File: src/rtl/core_region_pkg.sv
// ---------------------------------------------------------------------
// core region package
// widths, address map of the local RAM window and the RAM word type
// shared by the load/store path
// ---------------------------------------------------------------------
`default_nettype none

package core_region_pkg;

  // core side of the load/store unit
  localparam int ADDR_W  = 32;
  localparam int CORE_DW = 32;
  localparam int CORE_BW = CORE_DW / 8;

  // local data RAM word
  localparam int RAM_DW = 64;
  localparam int RAM_BW = RAM_DW / 8;
  localparam int LANES  = RAM_DW / CORE_DW;

  // byte address fields
  localparam int LANE_LSB   = 2;
  localparam int WORD_LSB   = 3;
  localparam int REGION_LSB = 20;

  // addresses with this tag in bits 31..20 hit the local RAM
  localparam logic [ADDR_W-REGION_LSB-1:0] RAM_REGION_TAG = 12'h001;

  // one RAM word, seen whole by the slave port and per lane by the core
  // lane 0 sits in the low half
  typedef union packed {
    logic [RAM_DW-1:0]             word;
    logic [LANES-1:0][CORE_DW-1:0] lane;
  } ram_word_u;

endpackage

`default_nettype wire

File: src/rtl/lsu_bus_if.sv
// ---------------------------------------------------------------------
// load/store bus
// core-side req/gnt/rvalid channel between decoder and RAM mux
// ---------------------------------------------------------------------
`timescale 1ns/1ps
`default_nettype none

interface lsu_bus_if;
  import core_region_pkg::*;

  // request
  logic               req;
  logic               gnt;
  logic [ADDR_W-1:0]  addr;
  logic               we;
  logic [CORE_BW-1:0] be;
  logic [CORE_DW-1:0] wdata;

  // response, one rvalid per accepted request
  logic               rvalid;
  logic [CORE_DW-1:0] rdata;

  modport master (
    output req, addr, we, be, wdata,
    input  gnt, rvalid, rdata
  );

  modport slave (
    input  req, addr, we, be, wdata,
    output gnt, rvalid, rdata
  );

endinterface

`default_nettype wire

File: src/rtl/lsu_demux.sv
// ---------------------------------------------------------------------
// load/store address decoder
// steers core requests to the local RAM or the external port and
// routes the matching response back
// ---------------------------------------------------------------------
`timescale 1ns/1ps
`default_nettype none

module lsu_demux (
  input  wire logic                            clk,
  input  wire logic                            rst_n,

  // core side
  input  wire logic                            core_req_i,
  input  wire logic [core_region_pkg::ADDR_W-1:0]  core_addr_i,
  input  wire logic                            core_we_i,
  input  wire logic [core_region_pkg::CORE_BW-1:0] core_be_i,
  input  wire logic [core_region_pkg::CORE_DW-1:0] core_wdata_i,
  output logic                                 core_gnt_o,
  output logic                                 core_rvalid_o,
  output logic [core_region_pkg::CORE_DW-1:0]  core_rdata_o,

  // external bus
  output logic                                 ext_req_o,
  output logic [core_region_pkg::ADDR_W-1:0]   ext_addr_o,
  output logic                                 ext_we_o,
  output logic [core_region_pkg::CORE_BW-1:0]  ext_be_o,
  output logic [core_region_pkg::CORE_DW-1:0]  ext_wdata_o,
  input  wire logic                            ext_gnt_i,
  input  wire logic                            ext_rvalid_i,
  input  wire logic [core_region_pkg::CORE_DW-1:0] ext_rdata_i,

  // local RAM
  lsu_bus_if.master                            ram
);
  import core_region_pkg::*;

  logic is_ram;
  // high while the last request went outside the RAM window
  logic resp_ext_q;

  assign is_ram = (core_addr_i[ADDR_W-1:REGION_LSB] == RAM_REGION_TAG);

  // only one target sees the request
  assign ram.req   = core_req_i & is_ram;
  assign ext_req_o = core_req_i & ~is_ram;

  // address and write fields go to both targets unchanged
  assign ram.addr    = core_addr_i;
  assign ram.we      = core_we_i;
  assign ram.be      = core_be_i;
  assign ram.wdata   = core_wdata_i;
  assign ext_addr_o  = core_addr_i;
  assign ext_we_o    = core_we_i;
  assign ext_be_o    = core_be_i;
  assign ext_wdata_o = core_wdata_i;

  assign core_gnt_o = core_req_i & (is_ram ? ram.gnt : ext_gnt_i);

  // remember where the next response comes from
  always_ff @(posedge clk or negedge rst_n) begin
    if (!rst_n) begin
      resp_ext_q <= 1'b0;
    end else if (core_req_i) begin
      resp_ext_q <= ~is_ram;
    end
  end

  assign core_rdata_o  = resp_ext_q ? ext_rdata_i : ram.rdata;
  assign core_rvalid_o = ram.rvalid | ext_rvalid_i;

endmodule

`default_nettype wire

File: src/flat_wrapper.sv
// flat-port wrapper written by rule: the top's interface ports become plain ports
module lsu_demux_flat import core_region_pkg::*;
  (clk, rst_n, core_req_i, core_addr_i, core_we_i, core_be_i, core_wdata_i, core_gnt_o, core_rvalid_o, core_rdata_o, ext_req_o, ext_addr_o, ext_we_o, ext_be_o, ext_wdata_o, ext_gnt_i, ext_rvalid_i, ext_rdata_i, ram_req, ram_addr, ram_we, ram_be, ram_wdata, ram_gnt, ram_rvalid, ram_rdata);
  lsu_bus_if ram_i ();
  input  wire logic clk;
  input  wire logic rst_n;
  input  wire logic core_req_i;
  input  wire logic [core_region_pkg::ADDR_W-1:0] core_addr_i;
  input  wire logic core_we_i;
  input  wire logic [core_region_pkg::CORE_BW-1:0] core_be_i;
  input  wire logic [core_region_pkg::CORE_DW-1:0] core_wdata_i;
  output logic core_gnt_o;
  output logic core_rvalid_o;
  output logic [core_region_pkg::CORE_DW-1:0] core_rdata_o;
  output logic ext_req_o;
  output logic [core_region_pkg::ADDR_W-1:0] ext_addr_o;
  output logic ext_we_o;
  output logic [core_region_pkg::CORE_BW-1:0] ext_be_o;
  output logic [core_region_pkg::CORE_DW-1:0] ext_wdata_o;
  input  wire logic ext_gnt_i;
  input  wire logic ext_rvalid_i;
  input  wire logic [core_region_pkg::CORE_DW-1:0] ext_rdata_i;
  output wire logic [$bits(ram_i.req)-1:0] ram_req;
  output wire logic [$bits(ram_i.addr)-1:0] ram_addr;
  output wire logic [$bits(ram_i.we)-1:0] ram_we;
  output wire logic [$bits(ram_i.be)-1:0] ram_be;
  output wire logic [$bits(ram_i.wdata)-1:0] ram_wdata;
  input wire logic [$bits(ram_i.gnt)-1:0] ram_gnt;
  input wire logic [$bits(ram_i.rvalid)-1:0] ram_rvalid;
  input wire logic [$bits(ram_i.rdata)-1:0] ram_rdata;
  assign ram_req = ram_i.req;
  assign ram_addr = ram_i.addr;
  assign ram_we = ram_i.we;
  assign ram_be = ram_i.be;
  assign ram_wdata = ram_i.wdata;
  assign ram_i.gnt = ram_gnt;
  assign ram_i.rvalid = ram_rvalid;
  assign ram_i.rdata = ram_rdata;
  lsu_demux u_core (.clk(clk), .rst_n(rst_n), .core_req_i(core_req_i), .core_addr_i(core_addr_i), .core_we_i(core_we_i), .core_be_i(core_be_i), .core_wdata_i(core_wdata_i), .core_gnt_o(core_gnt_o), .core_rvalid_o(core_rvalid_o), .core_rdata_o(core_rdata_o), .ext_req_o(ext_req_o), .ext_addr_o(ext_addr_o), .ext_we_o(ext_we_o), .ext_be_o(ext_be_o), .ext_wdata_o(ext_wdata_o), .ext_gnt_i(ext_gnt_i), .ext_rvalid_i(ext_rvalid_i), .ext_rdata_i(ext_rdata_i), .ram(ram_i));
endmodule
File: config.mk
export PLATFORM = sky130hd
export DESIGN_NAME = lsu_demux_flat
export DESIGN_NICKNAME = d
export VERILOG_FILES = /design/src/rtl/core_region_pkg.sv /design/src/rtl/lsu_bus_if.sv /design/src/rtl/lsu_demux.sv /design/src/flat_wrapper.sv
export SDC_FILE = /design/constraint.sdc
export NUM_CORES = 1
export LEC_CHECK = 0
export BUFFER_PORTS_ARGS = -buffer_cell sky130_fd_sc_hd__buf_2
export CORE_AREA = 8 8 116 118
export CTS_CLUSTER_SIZE = 30
export DETAILED_ROUTE_END_ITERATION = 10
export DIE_AREA = 0 0 124 126
export GPL_TIMING_DRIVEN = 0
export PLACE_DENSITY = 0.54
export SLEW_MARGIN = 15
export SYNTH_ARGS = -nofsm -noshare
export SYNTH_HDL_FRONTEND = slang
export SYNTH_SLANG_ARGS = --single-unit
File: constraint.sdc
create_clock -name clk -period 1.1 [get_ports clk]
set_input_delay 0.11 -clock clk [delete_from_list [all_inputs] [get_ports clk]]
set_output_delay 0.11 -clock clk [all_outputs]
set_load 0.02 [all_outputs]
==> results.json <==
{
  "critPathCaptureType": "output port",
  "post-route-worst-setup-slack_ns": -0.147,
  "place_ws_ns": -0.265,
  "yosys_warnings": 0,
  "antenna_cells": 0,
  "drc": 0,
  "fin_skew_ns": 0,
  "final_cell_mix": "216 x buf_2, 142 x buf_4, 38 x buf_6",
  "tns_ns": -4.02,
  "largest_register_ffs": 1,
  "wl_per_cell_um": 14.8,
  "largest_register": "u_core.resp_ext_q",
  "path_delay_family": "buffers and inverters",
  "grt_pass1_vias": 2296,
  "fin_util_pct": 30.5,
  "netlist_area_um2": 1540,
  "outcome": "finished, violations left",
  "firstDrtPassIters": 4,
  "crit_slowest_cell": "dfrtp_1",
  "finalNetCount": 593,
  "grt_pass1_wl_mm": 11.8,
  "num-fill-cells": 1249,
  "rsz0062_at_grt": "true",
  "ys_seq_area_share_pct": 1.62,
  "period_share_pct": 113,
  "final_hold_viol_count": 0,
  "clkTransAtPathRegs_ns": 0,
  "syn-instance-count": 187,
  "ys_types": 15,
  "die_h_um": 126,
  "post-route-min-period_ns": 1.25,
  "antenna_found_initial": 0,
  "slew_headroom_pct": 86.3,
  "insertion_delay_ns": 0,
  "dr.first_iter.drc_count": 12,
  "irDropWorstVdd_v": 0.000187,
  "final_common_cell": "buf_2",
  "grt_overflow": 0,
  "track_usage_pct": 9.03,
  "syn2layout_area_growth_pct": 132,
  "crit_buf_inv": 3,
  "ant_nets": 0,
  "drive_gt1_share_pct": 98.7,
  "cp_data_required_time_ns": 0.99,
  "tightest_slew_ns": 0.204,
  "leakagePower_nw": 2.20,
  "fmax_ghz": 0.802,
  "worstPathArrival_ns": 1.14,
  "dieArea_um2": 15600,
  "criticalPathCategory": "flop to output port",
  "syn-num-nets": 327,
  "worstSetupStartpointType": "flop",
  "avgSynthCellArea_um2": 8.24,
  "wirelength_mm": 8.83,
  "hp-class": "input port to flop",
  "finalInstanceArea_um2": 3570,
  "gp_congestion": 0.733,
  "rows": 40,
  "num_vias": 2035,
  "hold_ws_ns": 0.379,
  "grt_max_degree": 11,
  "slew_violations": 0,
  "core_um2": 11700,
  "max_stage_delay_ns": 0.37,
  "io_pins": 314,
  "maxCapViolCount": 0,
  "power_density_nw_per_um2": 443,
  "post_dp_cell_area_um2": 3010,
  "dp_hpwl_mm": 7.60,
  "setup_viol": 34,
  "synth_seq_cells": 1,
  "crit_chain": "buf_12 > clkbuf_16 > mux2_4 > buf_6",
  "routed_via_density": 3.40,
  "path_max_fanout": 8,
  "numPortBuffers": 256,
  "violations": "negative setup slack",
  "initial_core_util_pct": 13.2,
  "fp.dieW_um": 124,
  "top_regs": "u_core.resp_ext_q (1)"
}
==> report_power, final <==
| group | switching, mW | internal, mW |
|---|---|---|
| clock network | 0 | 0 |
| logic | 0.737 | 0.806 |
| registers | 0.0000101 | 0.0375 |
| total | 0.737 | 0.843 |
==> cell type report <==
cell class | count | area [µm²] | share of cell area, %
Buffer | 142 | 1110 | 31.0
Multi-Input combinational cell | 44 | 601 | 16.8
Sequential cell | 1 | 25.0 | 0.701
Tap cell | 147 | 184 | 5.15
Timing Repair Buffer | 264 | 1650 | 46.3
==> worst register-to-register path: stages, from the launching register on <==
cell	delay, ns
dfrtp_1	0.37
buf_12	0.16
clkbuf_16	0.16
buf_4	0.14
nor2_1	0.09
a21oi_1	0.05
==> worst paths after layout <==
| path | start | to | slack (ns) | cells after the start |
|---|---|---|---|---|
| max | u_core.resp_ext_q | core_rdata_o[20] | -0.15 | 4 |
| min | core_req_i | u_core.resp_ext_q | 0.38 | 2 |
| max reg2reg | u_core.resp_ext_q | u_core.resp_ext_q | 0 | 5 |
| min reg2reg | u_core.resp_ext_q | u_core.resp_ext_q | 1.00 | 5 |
| max in group asynchronous | rst_n | u_core.resp_ext_q | 0.56 | 2 |
| min in group asynchronous | rst_n | u_core.resp_ext_q | 0.45 | 2 |
==> through the flow <==
stage / total power, mW / cells
floorplan: 0.931 / 187
global placement: 1.42 / 590
detailed placement: 1.43 / 590
CTS: 1.49 / 594
global route: 1.67 / 598
finish: 1.58 / 598
==> logic make-up after synthesis <==
kind of cell | share of synthesized area, %
AOI/OAI and AO/OA | 0.325
and+or+nand+nor | 4.22
buffers and inverters | 69.8
muxes | 24.0
DFF | 1.62
==> cell usage after synthesis <==
library cell	count	area [µm²]
buf_6	3	33.8
a21oi_1	1	5.00
mux2i_1	1	10.0
nand2_1	2	7.51
and3_2	1	7.51
and2_1	1	6.26
dfrtp_1	1	25.0
nor2b_1	1	6.26
buf_4	138	1040
nor2_1	1	3.75
or2_2	1	6.26
nor4_1	2	12.5
nor4b_2	1	15.0
mux2_2	32	360
buf_2	1	5.00
==> timing repair <==
| item | 4_1_cts | 5_1_grt |
|---|---|---|
| setup endpoints to repair | 35 | 35 |
| buffers inserted | 3 | 1 |
| pin swaps | 5 | 2 |
| hold buffers | 1 | 0 |
| cloned | 0 | 3 |
| endpoints found under the hold margin | 1 | 0 |
| resized for setup | 47 | 80 |
==> metal layers <==
| metal | part of all wire, % | vias up | GRT usage [%] |
|---|---|---|---|
| li1 | - | 990 | - |
| met1 | 32 | 913 | 8.97 |
| met2 | 56 | 132 | 18.7 |
| met3 | 12 | 0 | 2.41 |
| met4 | 0 | 0 | 0 |
| met5 | 0 | - | 0 |
Note: power is estimated with default switching activity, not from simulation.
