`src/rtl/core_region_pkg.sv`:
```
// ---------------------------------------------------------------------
// core region package
// widths, address map of the local RAM window and the RAM word type
// shared by the load/store path
// ---------------------------------------------------------------------
`default_nettype none

package core_region_pkg;

  // core side of the load/store unit
  localparam int ADDR_W  = 32;
  localparam int CORE_DW = 32;
  localparam int CORE_BW = CORE_DW / 8;

  // local data RAM word
  localparam int RAM_DW = 64;
  localparam int RAM_BW = RAM_DW / 8;
  localparam int LANES  = RAM_DW / CORE_DW;

  // byte address fields
  localparam int LANE_LSB   = 2;
  localparam int WORD_LSB   = 3;
  localparam int REGION_LSB = 20;

  // addresses with this tag in bits 31..20 hit the local RAM
  localparam logic [ADDR_W-REGION_LSB-1:0] RAM_REGION_TAG = 12'h001;

  // one RAM word, seen whole by the slave port and per lane by the core
  // lane 0 sits in the low half
  typedef union packed {
    logic [RAM_DW-1:0]             word;
    logic [LANES-1:0][CORE_DW-1:0] lane;
  } ram_word_u;

endpackage

`default_nettype wire

```
`src/rtl/lsu_bus_if.sv`:
```
// ---------------------------------------------------------------------
// load/store bus
// core-side req/gnt/rvalid channel between decoder and RAM mux
// ---------------------------------------------------------------------
`timescale 1ns/1ps
`default_nettype none

interface lsu_bus_if;
  import core_region_pkg::*;

  // request
  logic               req;
  logic               gnt;
  logic [ADDR_W-1:0]  addr;
  logic               we;
  logic [CORE_BW-1:0] be;
  logic [CORE_DW-1:0] wdata;

  // response, one rvalid per accepted request
  logic               rvalid;
  logic [CORE_DW-1:0] rdata;

  modport master (
    output req, addr, we, be, wdata,
    input  gnt, rvalid, rdata
  );

  modport slave (
    input  req, addr, we, be, wdata,
    output gnt, rvalid, rdata
  );

endinterface

`default_nettype wire

```
`src/rtl/sram_if.sv`:
```
// ---------------------------------------------------------------------
// single-port RAM access
// enable, word address, byte enables, one-cycle read data
// ---------------------------------------------------------------------
`timescale 1ns/1ps
`default_nettype none

interface sram_if #(
  parameter int RAM_WORDS = 256
);
  import core_region_pkg::*;

  localparam int AW = $clog2(RAM_WORDS);

  logic              en;
  logic [AW-1:0]     addr;
  logic              we;
  logic [RAM_BW-1:0] be;
  logic [RAM_DW-1:0] wdata;
  // valid the cycle after a read enable
  logic [RAM_DW-1:0] rdata;

  modport master (
    output en, addr, we, be, wdata,
    input  rdata
  );

  modport slave (
    input  en, addr, we, be, wdata,
    output rdata
  );

endinterface

`default_nettype wire

```
`src/rtl/ram_port_mux.sv`:
```
// ---------------------------------------------------------------------
// data RAM port mux
// fixed priority of the wide slave port over the core, and packing
// of the 32-bit core lanes into the 64-bit RAM word
// ---------------------------------------------------------------------
`timescale 1ns/1ps
`default_nettype none

module ram_port_mux #(
  parameter  int RAM_WORDS = 256,
  localparam int AW        = $clog2(RAM_WORDS)
) (
  input  wire logic                           clk,
  input  wire logic                           rst_n,

  // wide slave port, always taken
  input  wire logic                           slv_req_i,
  input  wire logic [AW-1:0]                  slv_addr_i,
  input  wire logic                           slv_we_i,
  input  wire logic [core_region_pkg::RAM_BW-1:0] slv_be_i,
  input  wire logic [core_region_pkg::RAM_DW-1:0] slv_wdata_i,
  output logic [core_region_pkg::RAM_DW-1:0]  slv_rdata_o,

  lsu_bus_if.slave                            core,
  sram_if.master                              mem
);
  import core_region_pkg::*;

  logic                          core_gnt;
  logic                          core_lane;
  logic                          lane_q;
  logic                          rvalid_q;
  ram_word_u                     core_wword;
  ram_word_u                     rd_word;
  logic [LANES-1:0][CORE_BW-1:0] core_be;

  // core only gets the RAM when the slave port is idle
  assign core_gnt = core.req & ~slv_req_i;
  assign core.gnt = core_gnt;

  assign core_lane = core.addr[LANE_LSB];

  // place core data and enables into the addressed lane
  always_comb begin
    core_wword.word    = '0;
    core_wword.lane[core_lane] = core.wdata;
    core_be            = '0;
    core_be[core_lane] = core.be;
  end

  assign mem.en    = slv_req_i | core.req;
  assign mem.addr  = slv_req_i ? slv_addr_i  : core.addr[WORD_LSB +: AW];
  assign mem.we    = slv_req_i ? slv_we_i    : core.we;
  assign mem.be    = slv_req_i ? slv_be_i    : core_be;
  assign mem.wdata = slv_req_i ? slv_wdata_i : core_wword.word;

  // one rvalid per core grant, one cycle later
  always_ff @(posedge clk or negedge rst_n) begin
    if (!rst_n) begin
      rvalid_q <= 1'b0;
    end else begin
      rvalid_q <= core_gnt;
    end
  end

  always_ff @(posedge clk) begin
    if (core_gnt) begin
      lane_q <= core_lane;
    end
  end

  // read data lines up with rvalid_q
  assign rd_word = mem.rdata;

  assign core.rvalid = rvalid_q;
  assign core.rdata  = rd_word.lane[lane_q];
  assign slv_rdata_o = rd_word.word;

endmodule

`default_nettype wire

```
`src/flat_wrapper.sv`:
```
// flat-port wrapper written by rule: the top's interface ports become plain ports
module ram_port_mux_flat import core_region_pkg::*;
#(
  parameter  int RAM_WORDS = 256,
  localparam int AW        = $clog2(RAM_WORDS)
)
  (clk, rst_n, slv_req_i, slv_addr_i, slv_we_i, slv_be_i, slv_wdata_i, slv_rdata_o, core_req, core_addr, core_we, core_be, core_wdata, core_gnt, core_rvalid, core_rdata, mem_en, mem_addr, mem_we, mem_be, mem_wdata, mem_rdata);
  lsu_bus_if core_i ();
  sram_if #(.RAM_WORDS(RAM_WORDS)) mem_i ();
  input  wire logic clk;
  input  wire logic rst_n;
  input  wire logic slv_req_i;
  input  wire logic [AW-1:0] slv_addr_i;
  input  wire logic slv_we_i;
  input  wire logic [core_region_pkg::RAM_BW-1:0] slv_be_i;
  input  wire logic [core_region_pkg::RAM_DW-1:0] slv_wdata_i;
  output logic [core_region_pkg::RAM_DW-1:0] slv_rdata_o;
  input wire logic [$bits(core_i.req)-1:0] core_req;
  input wire logic [$bits(core_i.addr)-1:0] core_addr;
  input wire logic [$bits(core_i.we)-1:0] core_we;
  input wire logic [$bits(core_i.be)-1:0] core_be;
  input wire logic [$bits(core_i.wdata)-1:0] core_wdata;
  output wire logic [$bits(core_i.gnt)-1:0] core_gnt;
  output wire logic [$bits(core_i.rvalid)-1:0] core_rvalid;
  output wire logic [$bits(core_i.rdata)-1:0] core_rdata;
  output wire logic [$bits(mem_i.en)-1:0] mem_en;
  output wire logic [$bits(mem_i.addr)-1:0] mem_addr;
  output wire logic [$bits(mem_i.we)-1:0] mem_we;
  output wire logic [$bits(mem_i.be)-1:0] mem_be;
  output wire logic [$bits(mem_i.wdata)-1:0] mem_wdata;
  input wire logic [$bits(mem_i.rdata)-1:0] mem_rdata;
  assign core_i.req = core_req;
  assign core_i.addr = core_addr;
  assign core_i.we = core_we;
  assign core_i.be = core_be;
  assign core_i.wdata = core_wdata;
  assign core_gnt = core_i.gnt;
  assign core_rvalid = core_i.rvalid;
  assign core_rdata = core_i.rdata;
  assign mem_en = mem_i.en;
  assign mem_addr = mem_i.addr;
  assign mem_we = mem_i.we;
  assign mem_be = mem_i.be;
  assign mem_wdata = mem_i.wdata;
  assign mem_i.rdata = mem_rdata;
  ram_port_mux #(.RAM_WORDS(RAM_WORDS)) u_core (.clk(clk), .rst_n(rst_n), .slv_req_i(slv_req_i), .slv_addr_i(slv_addr_i), .slv_we_i(slv_we_i), .slv_be_i(slv_be_i), .slv_wdata_i(slv_wdata_i), .slv_rdata_o(slv_rdata_o), .core(core_i), .mem(mem_i));
endmodule
```
`config.mk`:
```
export PLATFORM = sky130hd
export DESIGN_NAME = ram_port_mux_flat
export DESIGN_NICKNAME = d
export VERILOG_FILES = /design/src/rtl/core_region_pkg.sv /design/src/rtl/lsu_bus_if.sv /design/src/rtl/sram_if.sv /design/src/rtl/ram_port_mux.sv /design/src/flat_wrapper.sv
export SDC_FILE = /design/constraint.sdc
export NUM_CORES = 1
export LEC_CHECK = 0
export BUFFER_PORTS_ARGS = -buffer_cell sky130_fd_sc_hd__buf_4
export CORE_AREA = 3 3 155 157
export CTS_BUF_LIST = sky130_fd_sc_hd__clkbuf_8
export CTS_CLUSTER_SIZE = 28
export DETAILED_ROUTE_END_ITERATION = 12
export DIE_AREA = 0 0 158 160
export GPL_TIMING_DRIVEN = 0
export PLACE_DENSITY = 0.39
export RECOVER_POWER = 50
export SYNTH_ARGS = -nofsm -noshare
export SYNTH_HDL_FRONTEND = slang
export SYNTH_SLANG_ARGS = --single-unit
```
`constraint.sdc`:
```
create_clock -name clk -period 1.3 [get_ports clk]
set_clock_uncertainty 0.05 [all_clocks]
set_input_delay 0 -clock clk [delete_from_list [all_inputs] [get_ports clk]]
set_output_delay 0 -clock clk [all_outputs]
set_load 0.03 [all_outputs]
```
==> impl_table.tex <==
\begin{tabular}{lr}
\hline
Metric & Value \\
\hline
\multicolumn{2}{l}{\textbf{Timing}} \\
Relative slew slack & 69.4\% \\
Fmax & roughly 0.71 GHz \\
Final Cycle Share & 108\% \\
Max-slew violation total from the final report & 0 \\
Least setup slack across all paths after layout & -0.103 ns \\
Count of endpoints failing setup in the final report & 34 \\
Final hold violation count & 0 \\
Min cycle time layout & 1.40 ns \\
RSZ-0062 raised after global routing & yes \\
Slew at the pin closest to its max-slew limit & 0.459 ns \\
\multicolumn{2}{l}{\textbf{Yosys}} \\
Proportion of synthesized chip area in sequential cells & under 10\% \\
Most area-consuming cells after synthesis & a22o\_1 (34\%), buf\_4 (28\%), mux2\_2 (25\%), buf\_2 (4.5\%), edfxtp\_1 (1.7\%) \\
Commonest cells in the netlist & a22o\_1 (70), buf\_4 (67), mux2\_2 (39), buf\_2 (16) \\
Gate count of the mapped netlist & 208 \\
Distinct cell type count of the synthesized netlist & 15 \\
Cell type contributing the most total cell area after synthesis & a22o\_1 \\
Number of flip-flops and latches in the synthesized netlist & 2 \\
Synth async-reset ratio & roughly 50\% \\
Post-Syn Nets & 426 \\
EDFF count, synth & 1 \\
Post-Synthesis Cell Area & approximately 0.0018 mm² \\
Top FF cell, synth & edfxtp\_1 \\
Most instantiated library cell after synthesis & a22o\_1 \\
Avg Cell Area, Syn & about 8.5 µm² \\
Share of the synthesized area in the top cell type & roughly 34\% \\
Number of warning messages in the yosys log & 0 \\
\multicolumn{2}{l}{\textbf{GRT}} \\
Remaining global-route overflow & 0 \\
Wire length of the first global-routing pass & 18.4 mm \\
Pin count of the biggest net entering global routing & 11 \\
Number of antenna violations at the first check in global routing & 0 \\
Vias in the first global route & between 3,000 and 4,000 \\
Total routing resource utilization after global routing & a little under a tenth \\
\multicolumn{2}{l}{\textbf{Clocking}} \\
Clock tree from TritonCTS & built \\
Clock tree sinks & 2 \\
H-tree depth reported by CTS & 1 \\
Cts bufs inserted & 3 \\
Buffer levels on the longest clock path & 2 \\
Buffer cell driving the clock tree root & clkbuf\_8 \\
Clk pin slew, worst setup/hold paths & around 0.030 ns \\
\multicolumn{2}{l}{\textbf{Pwr}} \\
Share of total power in the clock network & under 10\% \\
P\_int & roughly 1.5 mW \\
Total power density per cell area & 580 mW/mm² \\
Final Power & between 2 and 3 mW \\
Share of total power in combinational logic & between 80 and 90\% \\
Reported leakage power & approximately 2.5 nW \\
Worst ir drop on vdd & about 0.00025 V \\
Proportion of power drawn by flip-flops and latches & under 10\% \\
Switching power summed over all nets & 1.40 mW \\
Net switching fraction of the power & 49.0\% \\
\multicolumn{2}{l}{\textbf{Critical path}} \\
Slowest Stage Delay on Critical Path & 0.40 ns \\
Highest-delay cell along the critical path & edfxtp\_1 \\
Critical Path RT & 1.25 ns \\
Startpoint-to-endpoint class of the critical path & register to primary output \\
Critical path data arrival time & $\sim$1.4 ns \\
Largest fanout on the critical path & 5 \\
Crit path cell chain & buf\_12 > buf\_8 > mux2\_4 > buf\_6 \\
Endpoint class of the critical path & primary output \\
Startpoint class of the critical path & register \\
\multicolumn{2}{l}{\textbf{Finish}} \\
Nets & just over 800 \\
Post-route cell area & about 0.0049 mm² \\
Antenna cells & 0 \\
Non-filler cells, final & 873 \\
Fraction of the core area covered by cells at the end of the flow & 21.8\% \\
Count of filler cells inserted in the layout & 2,568 \\
Fraction of final layout cells with drive strength greater than 1 & 74.7\% \\
Area overhead of the layout relative to synthesis & 178\% \\
\multicolumn{2}{l}{\textbf{Outcome}} \\
Violations in the final reports & setup timing \\
Status & finished, violations left \\
\multicolumn{2}{l}{\textbf{Placement}} \\
Quantity of I/O buffers inserted on ports & about 370 \\
HPWL after detailed placement & around 12 mm \\
Setup slack after placement & -0.180 ns \\
Area of placed instances & 0.00493 mm² \\
GPL Wtd Cong & 0.793 \\
DP Cell Count & 866 \\
\multicolumn{2}{l}{\textbf{Min path}} \\
Path type of the worst min-delay path & input port to register \\
Instance count along the most critical hold path & 1 \\
\multicolumn{2}{l}{\textbf{Floorplan}} \\
Initial core utilization & 7.85\% \\
Height of the chip & 160 µm \\
CORE AREA & 0.0226 mm² \\
I/O pins & slightly below 400 \\
Total die area & around 0.025 mm² \\
Count of standard-cell rows & between 50 and 60 \\
Horizontal die dimension & 158 µm \\
\multicolumn{2}{l}{\textbf{Detailed routing}} \\
Post-detailed-route via-to-cell ratio & about 3.6 \\
Number of DRC violations after detailed-routing iteration 0 & 76 \\
Post-Route WL & between 10 and 15 mm \\
Final routed wire length divided by cell count & 15.8 µm \\
Post-route ant nets & 0 \\
Residual DRC & 0 \\
DRT Pass-1 Iters & 4 \\
Count of vias placed by the detailed router & roughly 3,100 \\
\multicolumn{2}{l}{\textbf{Job}} \\
Max Cap Violations & 0 \\
\hline
\end{tabular}
[per-layer routing]
layer  wire length [µm]  track usage (%)  part of all wire, %
met1               4560             9.20                   33
met2               7410             18.8                   54
met3               1540             3.06                   11
met4                295             2.74                  2.1
met5                  0                0                    0
[power by group through the flow]
stage / logic (mW) / registers [mW] / clock network, mW
2_1_floorplan: 1.35 / 0.0760 / 0
3_3_place_gp: 2.57 / 0.0727 / 0
3_5_place_dp: 2.55 / 0.0728 / 0
4_1_cts: 2.64 / 0.0735 / 0.255
5_1_grt: 2.68 / 0.0740 / 0.269
6_report: 2.54 / 0.0735 / 0.247
[cells by family after synthesis]
logic type             count (synthesis)  share of synthesized area, %
buffers and inverters                 86                          33.4
multiplexers                          41                          26.0
flip-flops                             2                          3.10
AO/OA/AOI/OAI                         72                          35.0
AND/OR/NAND/NOR                        7                          2.46
[registers in the layout, summed over array words and instances, names as in the netlist]
signal and flops:
u_core.lane_q 1, u_core.core.rvalid 1
[cells in the final DEF, fill, tap and decap left out]
master | Yosys | final
a22o_1 | 70 | 70
buf_12 | 0 | 3
buf_2 | 16 | 12
buf_4 | 67 | 337
buf_6 | 0 | 32
buf_8 | 0 | 2
clkbuf_1 | 2 | 67
clkbuf_2 | 0 | 6
clkbuf_4 | 0 | 1
clkbuf_8 | 0 | 3
dfrtp_1 | 1 | 1
dlygate4sd3_1 | 0 | 1
edfxtp_1 | 1 | 1
inv_1 | 1 | 2
mux2_2 | 39 | 39
mux2_4 | 0 | 2
nand2_1 | 2 | 2
nand2b_1 | 1 | 1
nor2_4 | 1 | 1
nor2b_1 | 2 | 2
o21ai_0 | 2 | 2
or2_2 | 1 | 1
[final timing paths]
| kind | start | endpoint | slack (ns) |
|---|---|---|---|
| min in group asynchronous | rst_n | u_core.core.rvalid | 0.10 |
| worst min-delay path | core_addr[2] | u_core.lane_q | 0.04 |
| max in group asynchronous | rst_n | u_core.core.rvalid | 1.02 |
| worst max-delay path | u_core.lane_q | core_rdata[0] | -0.10 |
[critical path: cells and delay by family (launching register included)]
kind | cells | cell delay [ns]
buffers and inverters | 3 | 0.43
DFF | 1 | 0.40
muxes | 1 | 0.30
[what timing repair did]
action,4_1_cts,5_1_grt
resized for setup,37,12
setup endpoints to repair,32,32
endpoints found under the hold margin,1,0
buffers inserted,2,0
gates cloned,1,0
hold buffers,1,0
[cell type report]
type	instances	area, µm²	share of cell area (%)
clock buffer	3	41.3	0.837
timing repair buffer	377	2710	55.0
multi-input combinational	120	1140	23.0
inverter	1	3.75	0.0760
clock inverter	1	3.75	0.0760
tap	285	357	7.22
sequential	2	55.1	1.12
buffer	84	626	12.7
[stage by stage]
step                hold WS [ns]  TNS [ns]
global route              0.0369     -6.72
detailed placement        -0.274     -4.00
finish                    0.0353     -2.61
CTS                       0.0432     -3.18
floorplan                 -0.346         0
global placement          -0.274     -4.39
Note: power is estimated with default switching activity, not from simulation.
